[config.mk]
export PLATFORM = sky130hd
export DESIGN_NAME = csr_config_top
export DESIGN_NICKNAME = d
export VERILOG_FILES = /design/src/hw/mem_resp_pkg.sv /design/src/hw/csr_cfg_pkg.sv /design/src/hw/fifo_rd_if.sv /design/src/hw/config_assembler.sv /design/src/hw/csr_config_top.sv /design/src/hw/response_filter.sv /design/src/hw/sync_fifo.sv
export SDC_FILE = /design/constraint.sdc
export NUM_CORES = 2
export LEC_CHECK = 0
export ABC_CLOCK_PERIOD_IN_PS = 31100
export BUFFER_PORTS_ARGS = -buffer_cell sky130_fd_sc_hd__buf_2
export CAP_MARGIN = 30
export CORE_MARGIN = 2
export CORE_UTILIZATION = 38
export CTS_CLUSTER_DIAMETER = 50
export DETAILED_ROUTE_END_ITERATION = 6
export GPL_ROUTABILITY_DRIVEN = 0
export GPL_TIMING_DRIVEN = 0
export SETUP_SLACK_MARGIN = 0.15
export SLEW_MARGIN = 10
export SYNTH_ARGS = -nofsm -noshare
export SYNTH_HDL_FRONTEND = slang
export SYNTH_HIERARCHICAL = 1
export SYNTH_SLANG_ARGS = --single-unit
[constraint.sdc]
create_clock -name ap_clk -period 31.1 [get_ports ap_clk]
set_input_delay 3.11 -clock ap_clk [delete_from_list [all_inputs] [get_ports ap_clk]]
set_output_delay 3.11 -clock ap_clk [all_outputs]
set_load 0.01 [all_outputs]
[src/hw/mem_resp_pkg.sv]
/* Memory response fields as seen by one configuration collector
   Offset and sequence number share one width; shifts above 15 clear the sequence */
`default_nettype none

package mem_resp_pkg;

    // --------------------
    // Field widths
    // --------------------

    // One response data word
    parameter int RESP_DATA_W = 32;

    // Word offset, also the width of the derived sequence number
    parameter int RESP_OFFSET_W = 16;

    // Right-shift amount applied to the offset
    parameter int RESP_SHIFT_W = 5;

    // Buffer class encoding
    parameter int BUFFER_CLASS_W = 3;

    // --------------------
    // Buffer classes
    // --------------------

    // Only the two setup classes carry configuration words
    typedef enum logic [BUFFER_CLASS_W-1:0] {
        STRUCT_INVALID      = 3'd0,
        STRUCT_CU_SETUP     = 3'd1,
        STRUCT_ENGINE_SETUP = 3'd2,
        STRUCT_IN_DATA      = 3'd3,
        STRUCT_OUT_DATA     = 3'd4
    } buffer_class_e;

endpackage

`default_nettype wire

[src/hw/csr_cfg_pkg.sv]
/* Layout of the six configuration words of one stride index engine
   Word 5 decodes only its low command bits, the rest of that word is ignored */
`default_nettype none

package csr_cfg_pkg;

    // --------------------
    // Word layout
    // --------------------

    // Words per engine window and the relative index that addresses them
    parameter int CFG_WORD_COUNT = 6;
    parameter int CFG_INDEX_W    = 3;

    // Field widths inside the words
    parameter int CMD_W  = 3;
    parameter int GRAN_W = 31;

    // Relative word indices
    parameter logic [CFG_INDEX_W-1:0] WORD_MODE        = 3'd0;
    parameter logic [CFG_INDEX_W-1:0] WORD_INDEX_START = 3'd1;
    parameter logic [CFG_INDEX_W-1:0] WORD_INDEX_END   = 3'd2;
    parameter logic [CFG_INDEX_W-1:0] WORD_STRIDE      = 3'd3;
    parameter logic [CFG_INDEX_W-1:0] WORD_GRANULARITY = 3'd4;
    parameter logic [CFG_INDEX_W-1:0] WORD_CMD         = 3'd5;

    // --------------------
    // Types
    // --------------------

    typedef enum logic [CMD_W-1:0] {
        CMD_INVALID      = 3'd0,
        CMD_MEM_READ     = 3'd1,
        CMD_MEM_WRITE    = 3'd2,
        CMD_STREAM_READ  = 3'd3,
        CMD_STREAM_WRITE = 3'd4
    } memory_cmd_e;

    // Entry of the input queue
    typedef struct packed {
        logic [CFG_INDEX_W-1:0]               index;
        logic [mem_resp_pkg::RESP_DATA_W-1:0] data;
    } cfg_word_t;

    typedef struct packed {
        logic                                 increment;
        logic                                 decrement;
        logic                                 mode_sequence;
        logic                                 mode_buffer;
        logic [mem_resp_pkg::RESP_DATA_W-1:0] index_start;
        logic [mem_resp_pkg::RESP_DATA_W-1:0] index_end;
        logic [mem_resp_pkg::RESP_DATA_W-1:0] stride;
        logic [GRAN_W-1:0]                    granularity;
        logic                                 shift_direction;
        memory_cmd_e                          cmd;
    } csr_index_config_t;

endpackage

`default_nettype wire

[src/hw/fifo_rd_if.sv]
/* Read side of a synchronous FIFO, dout is valid only in the cycle valid is high */
`timescale 1ns/10ps
`default_nettype none

interface fifo_rd_if #(
    parameter int WIDTH = 32
);

    logic             rd_en;
    logic             valid;
    logic [WIDTH-1:0] dout;
    logic             empty;
    logic             prog_full;

    // FIFO side
    modport fifo (input rd_en, output valid, output dout, output empty, output prog_full);

    // Consumer that pops
    modport reader (output rd_en, input valid, input dout, input empty, input prog_full);

    // Observer only
    modport monitor (input rd_en, input valid, input dout, input empty, input prog_full);

endinterface

`default_nettype wire

[src/hw/config_assembler.sv]
/* Collects the six words of one engine into a record, a repeated index overwrites
   Pops stop while the output FIFO is at its programmable-full level */
`timescale 1ns/10ps
`default_nettype none

module config_assembler (
    input  wire logic                  ap_clk,
    input  wire logic                  areset_csr_index_generator,
    input  wire logic                  response_rd_en,
    fifo_rd_if.reader                  in_rd,
    fifo_rd_if.monitor                 out_mon,
    output logic                       cfg_wr_en,
    output csr_cfg_pkg::csr_index_config_t cfg_data
);

    localparam int WORDS  = csr_cfg_pkg::CFG_WORD_COUNT;
    localparam int DATA_W = mem_resp_pkg::RESP_DATA_W;

    csr_cfg_pkg::cfg_word_t         word_in;
    csr_cfg_pkg::csr_index_config_t fields;
    logic [WORDS-1:0]               seen_mask;
    logic [WORDS-1:0]               word_bit;
    logic                           record_full;

    assign word_in     = csr_cfg_pkg::cfg_word_t'(in_rd.dout);
    assign record_full = &seen_mask;

    // --------------------
    // Pop control
    // --------------------
    assign in_rd.rd_en = ~in_rd.empty & response_rd_en & ~record_full & ~out_mon.prog_full;

    // One-hot of the word arriving this cycle
    always_comb begin
        word_bit = '0;
        if (in_rd.valid && (word_in.index < csr_cfg_pkg::CFG_INDEX_W'(WORDS))) begin
            word_bit[word_in.index] = 1'b1;
        end
    end

    // --------------------
    // Seen mask and record strobe
    // --------------------
    always_ff @(posedge ap_clk) begin
        if (areset_csr_index_generator) begin
            seen_mask <= '0;
            cfg_wr_en <= 1'b0;
        end else begin
            cfg_wr_en <= record_full;
            // A word landing in the completion cycle opens the next record
            seen_mask <= (record_full ? '0 : seen_mask) | word_bit;
        end
    end

    // --------------------
    // Field update
    // --------------------
    always_ff @(posedge ap_clk) begin
        if (in_rd.valid) begin
            case (word_in.index)
                csr_cfg_pkg::WORD_MODE: begin
                    fields.increment     <= word_in.data[0];
                    fields.decrement     <= word_in.data[1];
                    fields.mode_sequence <= word_in.data[2];
                    fields.mode_buffer   <= word_in.data[3];
                end
                csr_cfg_pkg::WORD_INDEX_START: begin
                    fields.index_start <= word_in.data;
                end
                csr_cfg_pkg::WORD_INDEX_END: begin
                    fields.index_end <= word_in.data;
                end
                csr_cfg_pkg::WORD_STRIDE: begin
                    fields.stride <= word_in.data;
                end
                csr_cfg_pkg::WORD_GRANULARITY: begin
                    fields.granularity     <= word_in.data[csr_cfg_pkg::GRAN_W-1:0];
                    // Top bit selects the shift direction
                    fields.shift_direction <= word_in.data[DATA_W-1];
                end
                csr_cfg_pkg::WORD_CMD: begin
                    fields.cmd <= csr_cfg_pkg::memory_cmd_e'(
                        word_in.data[csr_cfg_pkg::CMD_W-1:0]);
                end
                default: ;
            endcase
        end
    end

    // Snapshot taken before any word of the next record lands
    always_ff @(posedge ap_clk) begin
        if (record_full) begin
            cfg_data <= fields;
        end
    end

endmodule

`default_nettype wire

[src/hw/csr_config_top.sv]
/* Configuration collector for one stride index engine in slot ENGINE_SLOT
   Accepted responses are dropped when the input FIFO is full */
`timescale 1ns/10ps
`default_nettype none

module csr_config_top #(
    parameter int ENGINE_SLOT = 0,
    parameter int FIFO_DEPTH  = 16,
    parameter int PROG_THRESH = 8
) (
    input  wire logic                                   ap_clk,
    input  wire logic                                   areset_csr_index_generator,
    input  wire logic                                   resp_valid,
    input  wire mem_resp_pkg::buffer_class_e            resp_buffer,
    input  wire logic [mem_resp_pkg::RESP_OFFSET_W-1:0] resp_offset,
    input  wire logic [mem_resp_pkg::RESP_SHIFT_W-1:0]  resp_shift,
    input  wire logic [mem_resp_pkg::RESP_DATA_W-1:0]   resp_data,
    input  wire logic                                   response_rd_en,
    input  wire logic                                   config_rd_en,
    output logic                                        config_valid,
    output csr_cfg_pkg::csr_index_config_t              config_out
);

    localparam int WORD_W = $bits(csr_cfg_pkg::cfg_word_t);
    localparam int CFG_W  = $bits(csr_cfg_pkg::csr_index_config_t);

    logic                           resp_wr_en;
    csr_cfg_pkg::cfg_word_t         resp_word;
    logic                           cfg_wr_en;
    csr_cfg_pkg::csr_index_config_t cfg_data;

    fifo_rd_if #(.WIDTH(WORD_W)) in_rd ();
    fifo_rd_if #(.WIDTH(CFG_W))  cfg_rd ();

    // --------------------
    // Input path
    // --------------------
    response_filter #(
        .ENGINE_SLOT(ENGINE_SLOT)
    ) filter_i (
        .ap_clk                    (ap_clk),
        .areset_csr_index_generator(areset_csr_index_generator),
        .resp_valid                (resp_valid),
        .resp_buffer               (resp_buffer),
        .resp_offset               (resp_offset),
        .resp_shift                (resp_shift),
        .resp_data                 (resp_data),
        .wr_en                     (resp_wr_en),
        .word                      (resp_word)
    );

    sync_fifo #(
        .WIDTH      (WORD_W),
        .DEPTH      (FIFO_DEPTH),
        .PROG_THRESH(PROG_THRESH)
    ) resp_fifo_i (
        .ap_clk                    (ap_clk),
        .areset_csr_index_generator(areset_csr_index_generator),
        .wr_en                     (resp_wr_en),
        .din                       (resp_word),
        .rd                        (in_rd)
    );

    config_assembler assembler_i (
        .ap_clk                    (ap_clk),
        .areset_csr_index_generator(areset_csr_index_generator),
        .response_rd_en            (response_rd_en),
        .in_rd                     (in_rd),
        .out_mon                   (cfg_rd),
        .cfg_wr_en                 (cfg_wr_en),
        .cfg_data                  (cfg_data)
    );

    // --------------------
    // Output path
    // --------------------
    sync_fifo #(
        .WIDTH      (CFG_W),
        .DEPTH      (FIFO_DEPTH),
        .PROG_THRESH(PROG_THRESH)
    ) cfg_fifo_i (
        .ap_clk                    (ap_clk),
        .areset_csr_index_generator(areset_csr_index_generator),
        .wr_en                     (cfg_wr_en),
        .din                       (cfg_data),
        .rd                        (cfg_rd)
    );

    // Registered read level, so valid trails config_rd_en by two cycles
    always_ff @(posedge ap_clk) begin
        if (areset_csr_index_generator) begin
            cfg_rd.rd_en <= 1'b0;
        end else begin
            cfg_rd.rd_en <= config_rd_en;
        end
    end

    assign config_valid = cfg_rd.valid;
    assign config_out   = csr_cfg_pkg::csr_index_config_t'(cfg_rd.dout);

endmodule

`default_nettype wire

[src/hw/response_filter.sv]
/* Registers a memory response and keeps setup words inside this engine's window
   The window base ENGINE_SLOT*CFG_WORD_COUNT must fit the offset width */
`timescale 1ns/10ps
`default_nettype none

module response_filter #(
    parameter int ENGINE_SLOT = 0
) (
    input  wire logic                                      ap_clk,
    input  wire logic                                      areset_csr_index_generator,
    input  wire logic                                      resp_valid,
    input  wire mem_resp_pkg::buffer_class_e               resp_buffer,
    input  wire logic [mem_resp_pkg::RESP_OFFSET_W-1:0]    resp_offset,
    input  wire logic [mem_resp_pkg::RESP_SHIFT_W-1:0]     resp_shift,
    input  wire logic [mem_resp_pkg::RESP_DATA_W-1:0]      resp_data,
    output logic                                           wr_en,
    output csr_cfg_pkg::cfg_word_t                         word
);

    localparam int OFFSET_W = mem_resp_pkg::RESP_OFFSET_W;

    // Window of sequence numbers owned by this engine
    localparam logic [OFFSET_W-1:0] WIN_BASE =
        OFFSET_W'(ENGINE_SLOT * csr_cfg_pkg::CFG_WORD_COUNT);
    localparam logic [OFFSET_W-1:0] WIN_END =
        OFFSET_W'((ENGINE_SLOT + 1) * csr_cfg_pkg::CFG_WORD_COUNT);

    logic                                   valid_q;
    mem_resp_pkg::buffer_class_e            buffer_q;
    logic [OFFSET_W-1:0]                    offset_q;
    logic [mem_resp_pkg::RESP_SHIFT_W-1:0]  shift_q;
    logic [mem_resp_pkg::RESP_DATA_W-1:0]   data_q;
    logic [OFFSET_W-1:0]                    seq_num;
    logic [OFFSET_W-1:0]                    rel_seq;
    logic                                   class_ok;
    logic                                   in_window;

    // --------------------
    // Input register
    // --------------------
    always_ff @(posedge ap_clk) begin
        if (areset_csr_index_generator) begin
            valid_q <= 1'b0;
        end else begin
            valid_q <= resp_valid;
        end
    end

    always_ff @(posedge ap_clk) begin
        buffer_q <= resp_buffer;
        offset_q <= resp_offset;
        shift_q  <= resp_shift;
        data_q   <= resp_data;
    end

    // --------------------
    // Class and window check
    // --------------------
    assign seq_num   = offset_q >> shift_q;
    assign rel_seq   = seq_num - WIN_BASE;
    assign class_ok  = (buffer_q == mem_resp_pkg::STRUCT_CU_SETUP) ||
                       (buffer_q == mem_resp_pkg::STRUCT_ENGINE_SETUP);
    assign in_window = (seq_num >= WIN_BASE) && (seq_num < WIN_END);

    // Push in the same cycle as the register output
    assign wr_en      = valid_q & class_ok & in_window;
    assign word.index = rel_seq[csr_cfg_pkg::CFG_INDEX_W-1:0];
    assign word.data  = data_q;

endmodule

`default_nettype wire

[src/hw/sync_fifo.sv]
/* Synchronous FIFO, one cycle read latency; writes while full are dropped
   DEPTH must be at least 2, read requests while empty are ignored */
`timescale 1ns/10ps
`default_nettype none

module sync_fifo #(
    parameter int WIDTH       = 32,
    parameter int DEPTH       = 16,
    parameter int PROG_THRESH = 8
) (
    input  wire logic             ap_clk,
    input  wire logic             areset_csr_index_generator,
    input  wire logic             wr_en,
    input  wire logic [WIDTH-1:0] din,
    fifo_rd_if.fifo               rd
);

    localparam int PTR_W = $clog2(DEPTH);
    localparam int CNT_W = $clog2(DEPTH + 1);

    localparam logic [PTR_W-1:0] LAST_PTR  = PTR_W'(DEPTH - 1);
    localparam logic [CNT_W-1:0] FULL_CNT  = CNT_W'(DEPTH);
    localparam logic [CNT_W-1:0] PROG_CNT  = CNT_W'(PROG_THRESH);

    logic [WIDTH-1:0] mem [DEPTH];
    logic [PTR_W-1:0] wr_ptr;
    logic [PTR_W-1:0] rd_ptr;
    logic [CNT_W-1:0] count;
    logic             wr_ok;
    logic             rd_ok;

    assign rd.empty     = (count == '0);
    assign rd.prog_full = (count >= PROG_CNT);

    assign wr_ok = wr_en & (count != FULL_CNT);
    assign rd_ok = rd.rd_en & ~rd.empty;

    // --------------------
    // Pointers and count
    // --------------------
    always_ff @(posedge ap_clk) begin
        if (areset_csr_index_generator) begin
            wr_ptr   <= '0;
            rd_ptr   <= '0;
            count    <= '0;
            rd.valid <= 1'b0;
        end else begin
            rd.valid <= rd_ok;
            if (wr_ok) begin
                wr_ptr <= (wr_ptr == LAST_PTR) ? '0 : wr_ptr + 1'b1;
            end
            if (rd_ok) begin
                rd_ptr <= (rd_ptr == LAST_PTR) ? '0 : rd_ptr + 1'b1;
            end
            // Simultaneous push and pop keep the count
            if (wr_ok && !rd_ok) begin
                count <= count + 1'b1;
            end else if (rd_ok && !wr_ok) begin
                count <= count - 1'b1;
            end
        end
    end

    // --------------------
    // Storage and read data
    // --------------------
    always_ff @(posedge ap_clk) begin
        if (wr_ok) begin
            mem[wr_ptr] <= din;
        end
        if (rd_ok) begin
            rd.dout <= mem[rd_ptr];
        end
    end

endmodule

`default_nettype wire

Word level (Yosys, flattened, before mapping)
Memories as Yosys holds them, arrays and structs flattened. A register that Yosys moved wholly into a read port is not among the register bits.
Index checks and enable logic that the tools add are counted.
Word-level totals
  bits in registers: 363
  memory bits (writable): 2720
  bits of input ports: 61
  output and inout port bits: 136
  word-level logic and storage cells: 120
  memories: 2
Memories
  cfg_fifo_i.mem: words 16, width 135, rd ports 1, clocked after Yosys merged registers in 1, wr ports 1, line sync_fifo.sv:25  | logic [WIDTH-1:0] mem [DEPTH];
  resp_fifo_i.mem: words 16, width 35, rd ports 1, clocked after Yosys merged registers in 1, wr ports 1, line sync_fifo.sv:25
Cells by class
  add/subtract/negate cells: 8
  $lt $le $gt $ge: 6
  equality and inequality tests: 13
  shifts and indexed selects: 1
  mux-type cells: 16
  bitwise logic cells: 14
  reductions and logical operators: 24
Operators with widths (count)
  5-bit 2-to-1 mux: 4
  4-bit by 1-bit adder with 4-bit output, second input constant: 4
  4-bit == test, second input constant: 4
  16-bit by 1-bit greater-or-equal comparator with 1-bit output, second input constant: 1
  16-bit by 3-bit less-than comparator with 1-bit output, second input constant: 1
  4-bit 2-to-1 mux: 4
  16-bit by 5-bit right shift with 16-bit output: 1
  6-bit 2-to-1 mux: 2
  2-bit AND reduction: 6
  5-bit by 1-bit adder with 5-bit output, second input constant: 2
  5-bit logical NOT: 2
  5-bit != test, second input constant: 2
  5-bit by 1-bit subtractor with 5-bit output, second input constant: 2
  1-bit bitwise AND: 9
  3-bit by 2-bit == test with 1-bit output, second input constant: 3
  1-bit logical AND: 7
  3-bit by 1-bit == test with 1-bit output, second input constant: 2
  3-bit == test, second input constant: 2
  6-bit bitwise OR: 1
  6-bit AND reduction: 1
  5-bit by 4-bit greater-or-equal comparator with 1-bit output, second input constant: 1
  1-bit 2-to-1 mux: 5
  1-bit logical NOT: 4
  3-bit by 4-bit less-than comparator with 1-bit output, second input constant: 1
  other kinds (7): 11

Logic depth before layout (Yosys ltp)
  word-level depth: 9
  mapped depth: 17
  gate-level depth less buffers: 14

Hierarchy
Netlist, hierarchy kept.
By module, submodules not included
  sync_fifo (cfg_fifo_i): times used 1, cells an instance 3537, area each 85433.2 um2, sequential area each 69196.4 um2
  sync_fifo (resp_fifo_i): times used 1, cells an instance 1004, area each 22848.2 um2, sequential area each 18147.4 um2
  config_assembler: times used 1, cells an instance 308, area each 8443.1 um2, sequential area each 8247.9 um2
  response_filter: times used 1, cells an instance 127, area each 1767.9 um2, sequential area each 1141.1 um2
  csr_config_top: times used 1, cells an instance 2, area each 33.8 um2, sequential area each 20.0 um2

Worst setup path before layout
No wires, ideal clock.
  kind: flip-flop to flip-flop
  start point: reg cfg_fifo_i.count[0]
  end point: mem cfg_fifo_i/mem[0][0] (netlist bit) (enable)
  setup time: 795 ps
  data arrival time: 10023 ps
  slack: 20282 ps
  stages on the path, launching flop included: 6
  path buffers: 1
  clock period less this slack: 10818 ps
  cell sequence: dfxtp_1 > or4_4 > o21a_1 > buf_2 > nand2_1 > nor3_1
On the way
  longest elaborated chain between the ends: 4
RTL lines
  start: declaration: line sync_fifo.sv:28  | logic [CNT_W-1:0] count;
  start signal: assignment: line sync_fifo.sv:57  | count <= count + 1'b1;
  start signal: assignment: line sync_fifo.sv:59  | count <= count - 1'b1;
  5-bit != test: line sync_fifo.sv:35  | assign wr_ok = wr_en & (count != FULL_CNT);
  1-bit bitwise AND: line sync_fifo.sv:35
  via cfg_fifo_i.wr_ok: line sync_fifo.sv:29  | logic wr_ok;
  1-bit 2-to-1 mux: line sync_fifo.sv:68  | if (wr_ok) begin
  1-bit 2-to-1 mux (not written as such): line sync_fifo.sv:69  | mem[wr_ptr] <= din;
  end: declaration: line sync_fifo.sv:25
The timed path passes the listed nets, and every way through them passes these cells.

Worst setup path after layout
  start point: reg cfg_fifo_i.rd.dout[2], read port of cfg_fifo_i.mem
  end point: out config_out[2] (netlist bit)
RTL lines
  start: declaration: line fifo_rd_if.sv:16  | modport fifo (input rd_en, output valid, output dout, output empty, output prog_full);
  end: declaration: line csr_config_top.sv:21  | output csr_cfg_pkg::csr_index_config_t config_out
No word-level cell between the ends.

==> metrics.yaml <==
outcome:
  status: "completed"
cts:
  cts-buffers-inserted: 368
  postCtsHoldBufs: 0
  cts_resized: 0
  clock_latency_ns: 0.96
  cts_tree: "done"
  cts.path.max_buffers: 4
  cts_setup_buffers: 0
  clkTransAtPathRegs_ns: 0.06
  root_buffer: "clkbuf_16"
  h-tree-depth: 5
  cts.sinks: 3253
flow_run:
  cap_violations: 0
global_route:
  grt_pass1_wl_um: 415500
  grt_max_degree: 73
  grt_pass1_vias: 56750
  met3_usage: 0.03186
  grt.met2_usage: 0.2989
  overflow: 0
  grt_use_met1: 0.2506
  grtUsageTotal: 0.1833
  busiest_layer: "met2"
  antenna_found_initial: 35
critical_path:
  cp.depth: 1
  slowest_delay_ns: 0.55
  crit_chain: "buf_2"
  cp_max_fo: 1
  cp-startpoint: "cfg_fifo_i/rd.dout[2]$_DFFE_PP_"
  endpoint_kind: "output port"
  crit_family: "flip-flops"
  path_class: "flip-flop to output port"
  rr_endpoint: "resp_fifo_i/mem[1][17]$_DFFE_PP_"
  critPathLaunchType: "flip-flop"
  r2r_cells: 13
  rrSetupSlack_ns: 26.34
  crit_path_end: "config_out[2]"
  crit_slowest_cell: "edfxtp_1"
  r2r-start: "filter_i/shift_q[0]$_DFF_P_"
  critical_path_buf_inv_count: 1
  cp.required_ns: 27.99
  crit_arrival_ns: 1.72
die:
  dieHeight_um: 562.5
  dieArea_um2: 316400
  die_w_um: 562.5
  ios: 197
  rows: 205
  start_util: 0.3809
  fp.coreArea_um2: 311100
placement:
  dpl_worst_slack_ns: 25.46
  place_hpwl_um: 193300
  placedInstanceArea_um2: 129100
  io_buffers: 196
sta:
  rsz0062_at_grt: "false"
  setup_viol: 0
  slew_viol_final: 0
  setup_tns_ns: 0
  fin_crit_ns: 4.832
  fin_ws_ns: 26.27
  worstMarginPinSlew_ns: 1.127
  finalCritPeriodShare: 0.1554
  fmax_mhz: 207.0
  fin_skew_ns: 0.09437
  finalHoldViolations: 0
  max_slew_margin: 0.2486
drt:
  vias_per_cell: 5.420
  drt_iter0_markers: 5974
  wirelength_um: 293100
  dr.pass1.iters: 5
  route.vias.total: 55690
  wl_per_cell_um: 28.53
  drtAntennaViolNets: 0
  drc: 0
yosys:
  syn-num-nets: 5059
  syn_area_um2: 118500
  yosysWarningCount: 6
  synth_cells: 4976
  syn-mean-instance-area_um2: 23.82
pwr:
  power_density_nw_per_um2: 72.49
  p_leak_nw: 44.33
  peakVddDrop_v: 0.00004801
finish:
  area_growth_pct: 19.40
  final_cell_area_um2: 141500
  nNetsFinal: 5877
  fillerInstances: 25620
  drive_gt1_frac: 0.3045
  fin_util: 0.4548
worst_hold_path:
  hp-class: "flip-flop to flip-flop"
-- power breakdown --
part           internal [W]  leakage, nW  switching, W
combinational      0.000485         9.18      0.000543
sequential          0.00485         29.2     0.0000508
clock               0.00255         5.97       0.00179
total               0.00788         44.3       0.00238
-- layout by cell type, fill, tap and decap left out, drive strengths merged, types with 11 or more instances in the layout --
cell type and count:
clkinvlp 12, clkbuf 578, nor2 61, buf 570, a21oi 21, diode 29
bufinv 34, clkinv 146, mux4 689, inv 54, ha 20, nor3 11
nand2 197, a22oi 341, edfxtp 3160, a211oi 11, mux2i 13, dfxtp 93
-- how the worst min path moves through the flow --
stage / start / to / slack [ns] / depth (start not counted)
after floorplan: assembler_i/fields[0]$_DFFE_PP_ / assembler_i/cfg_data[0]$_DFFE_PP_ / 0.40 / 0
after global placement: assembler_i/fields[2]$_DFFE_PP_ / assembler_i/cfg_data[2]$_DFFE_PP_ / 0.40 / 0
after detailed placement: assembler_i/fields[103]$_DFFE_PP_ / assembler_i/cfg_data[103]$_DFFE_PP_ / 0.40 / 0
after CTS: assembler_i/fields[5]$_DFFE_PP_ / assembler_i/cfg_data[5]$_DFFE_PP_ / 0.37 / 0
after global routing: assembler_i/fields[2]$_DFFE_PP_ / assembler_i/cfg_data[2]$_DFFE_PP_ / 0.38 / 0
final: assembler_i/fields[77]$_DFFE_PP_ / assembler_i/cfg_data[77]$_DFFE_PP_ / 0.38 / 0
-- registers in the layout (all words and copies together) (netlist names), 6 cells and up --
signal,flops
cfg_fifo_i/rd.dout,135
resp_fifo_i/mem,560
assembler_i/fields,135
cfg_fifo_i/mem,2160
assembler_i/cfg_data,135
assembler_i/seen_mask,6
filter_i/data_q,32
filter_i/offset_q,16
resp_fifo_i/rd.dout,35
-- area by class of cell --
type | instances | area (um2) | share of cell area
Clock inverter | 223 | 2511 | 0.01775
Multi-Input combinational cell | 1458 | 20730 | 0.1465
Antenna cell | 29 | 72.57 | 0.0005128
Tap cell | 4140 | 5180 | 0.03661
Inverter | 23 | 93.84 | 0.0006632
Timing Repair Buffer | 448 | 5181 | 0.03661
Buffer | 242 | 1199 | 0.008471
Clock buffer | 458 | 9782 | 0.06913
Sequential cell | 3253 | 96750 | 0.6837
-- metrics by stage --
stage	hold slack, ns	cells	total power (W)
floorplan	0.4003	4976	0.005697
global placement	0.4011	9312	0.006048
detailed placement	0.4045	9562	0.006047
CTS	0.3728	10240	0.01035
global route	0.3836	10250	0.01058
finish	0.3790	10270	0.01026
-- layer usage --
| metal | vias to the layer above | part of all wire |
|---|---|---|
| met5 | - | 0.00018 |
| met4 | 8 | 0.033 |
| met1 | 30030 | 0.40 |
| met2 | 2235 | 0.49 |
| li1 | 22980 | - |
| met3 | 437 | 0.077 |
No activity file was read; power rests on OpenSTA's default activity.
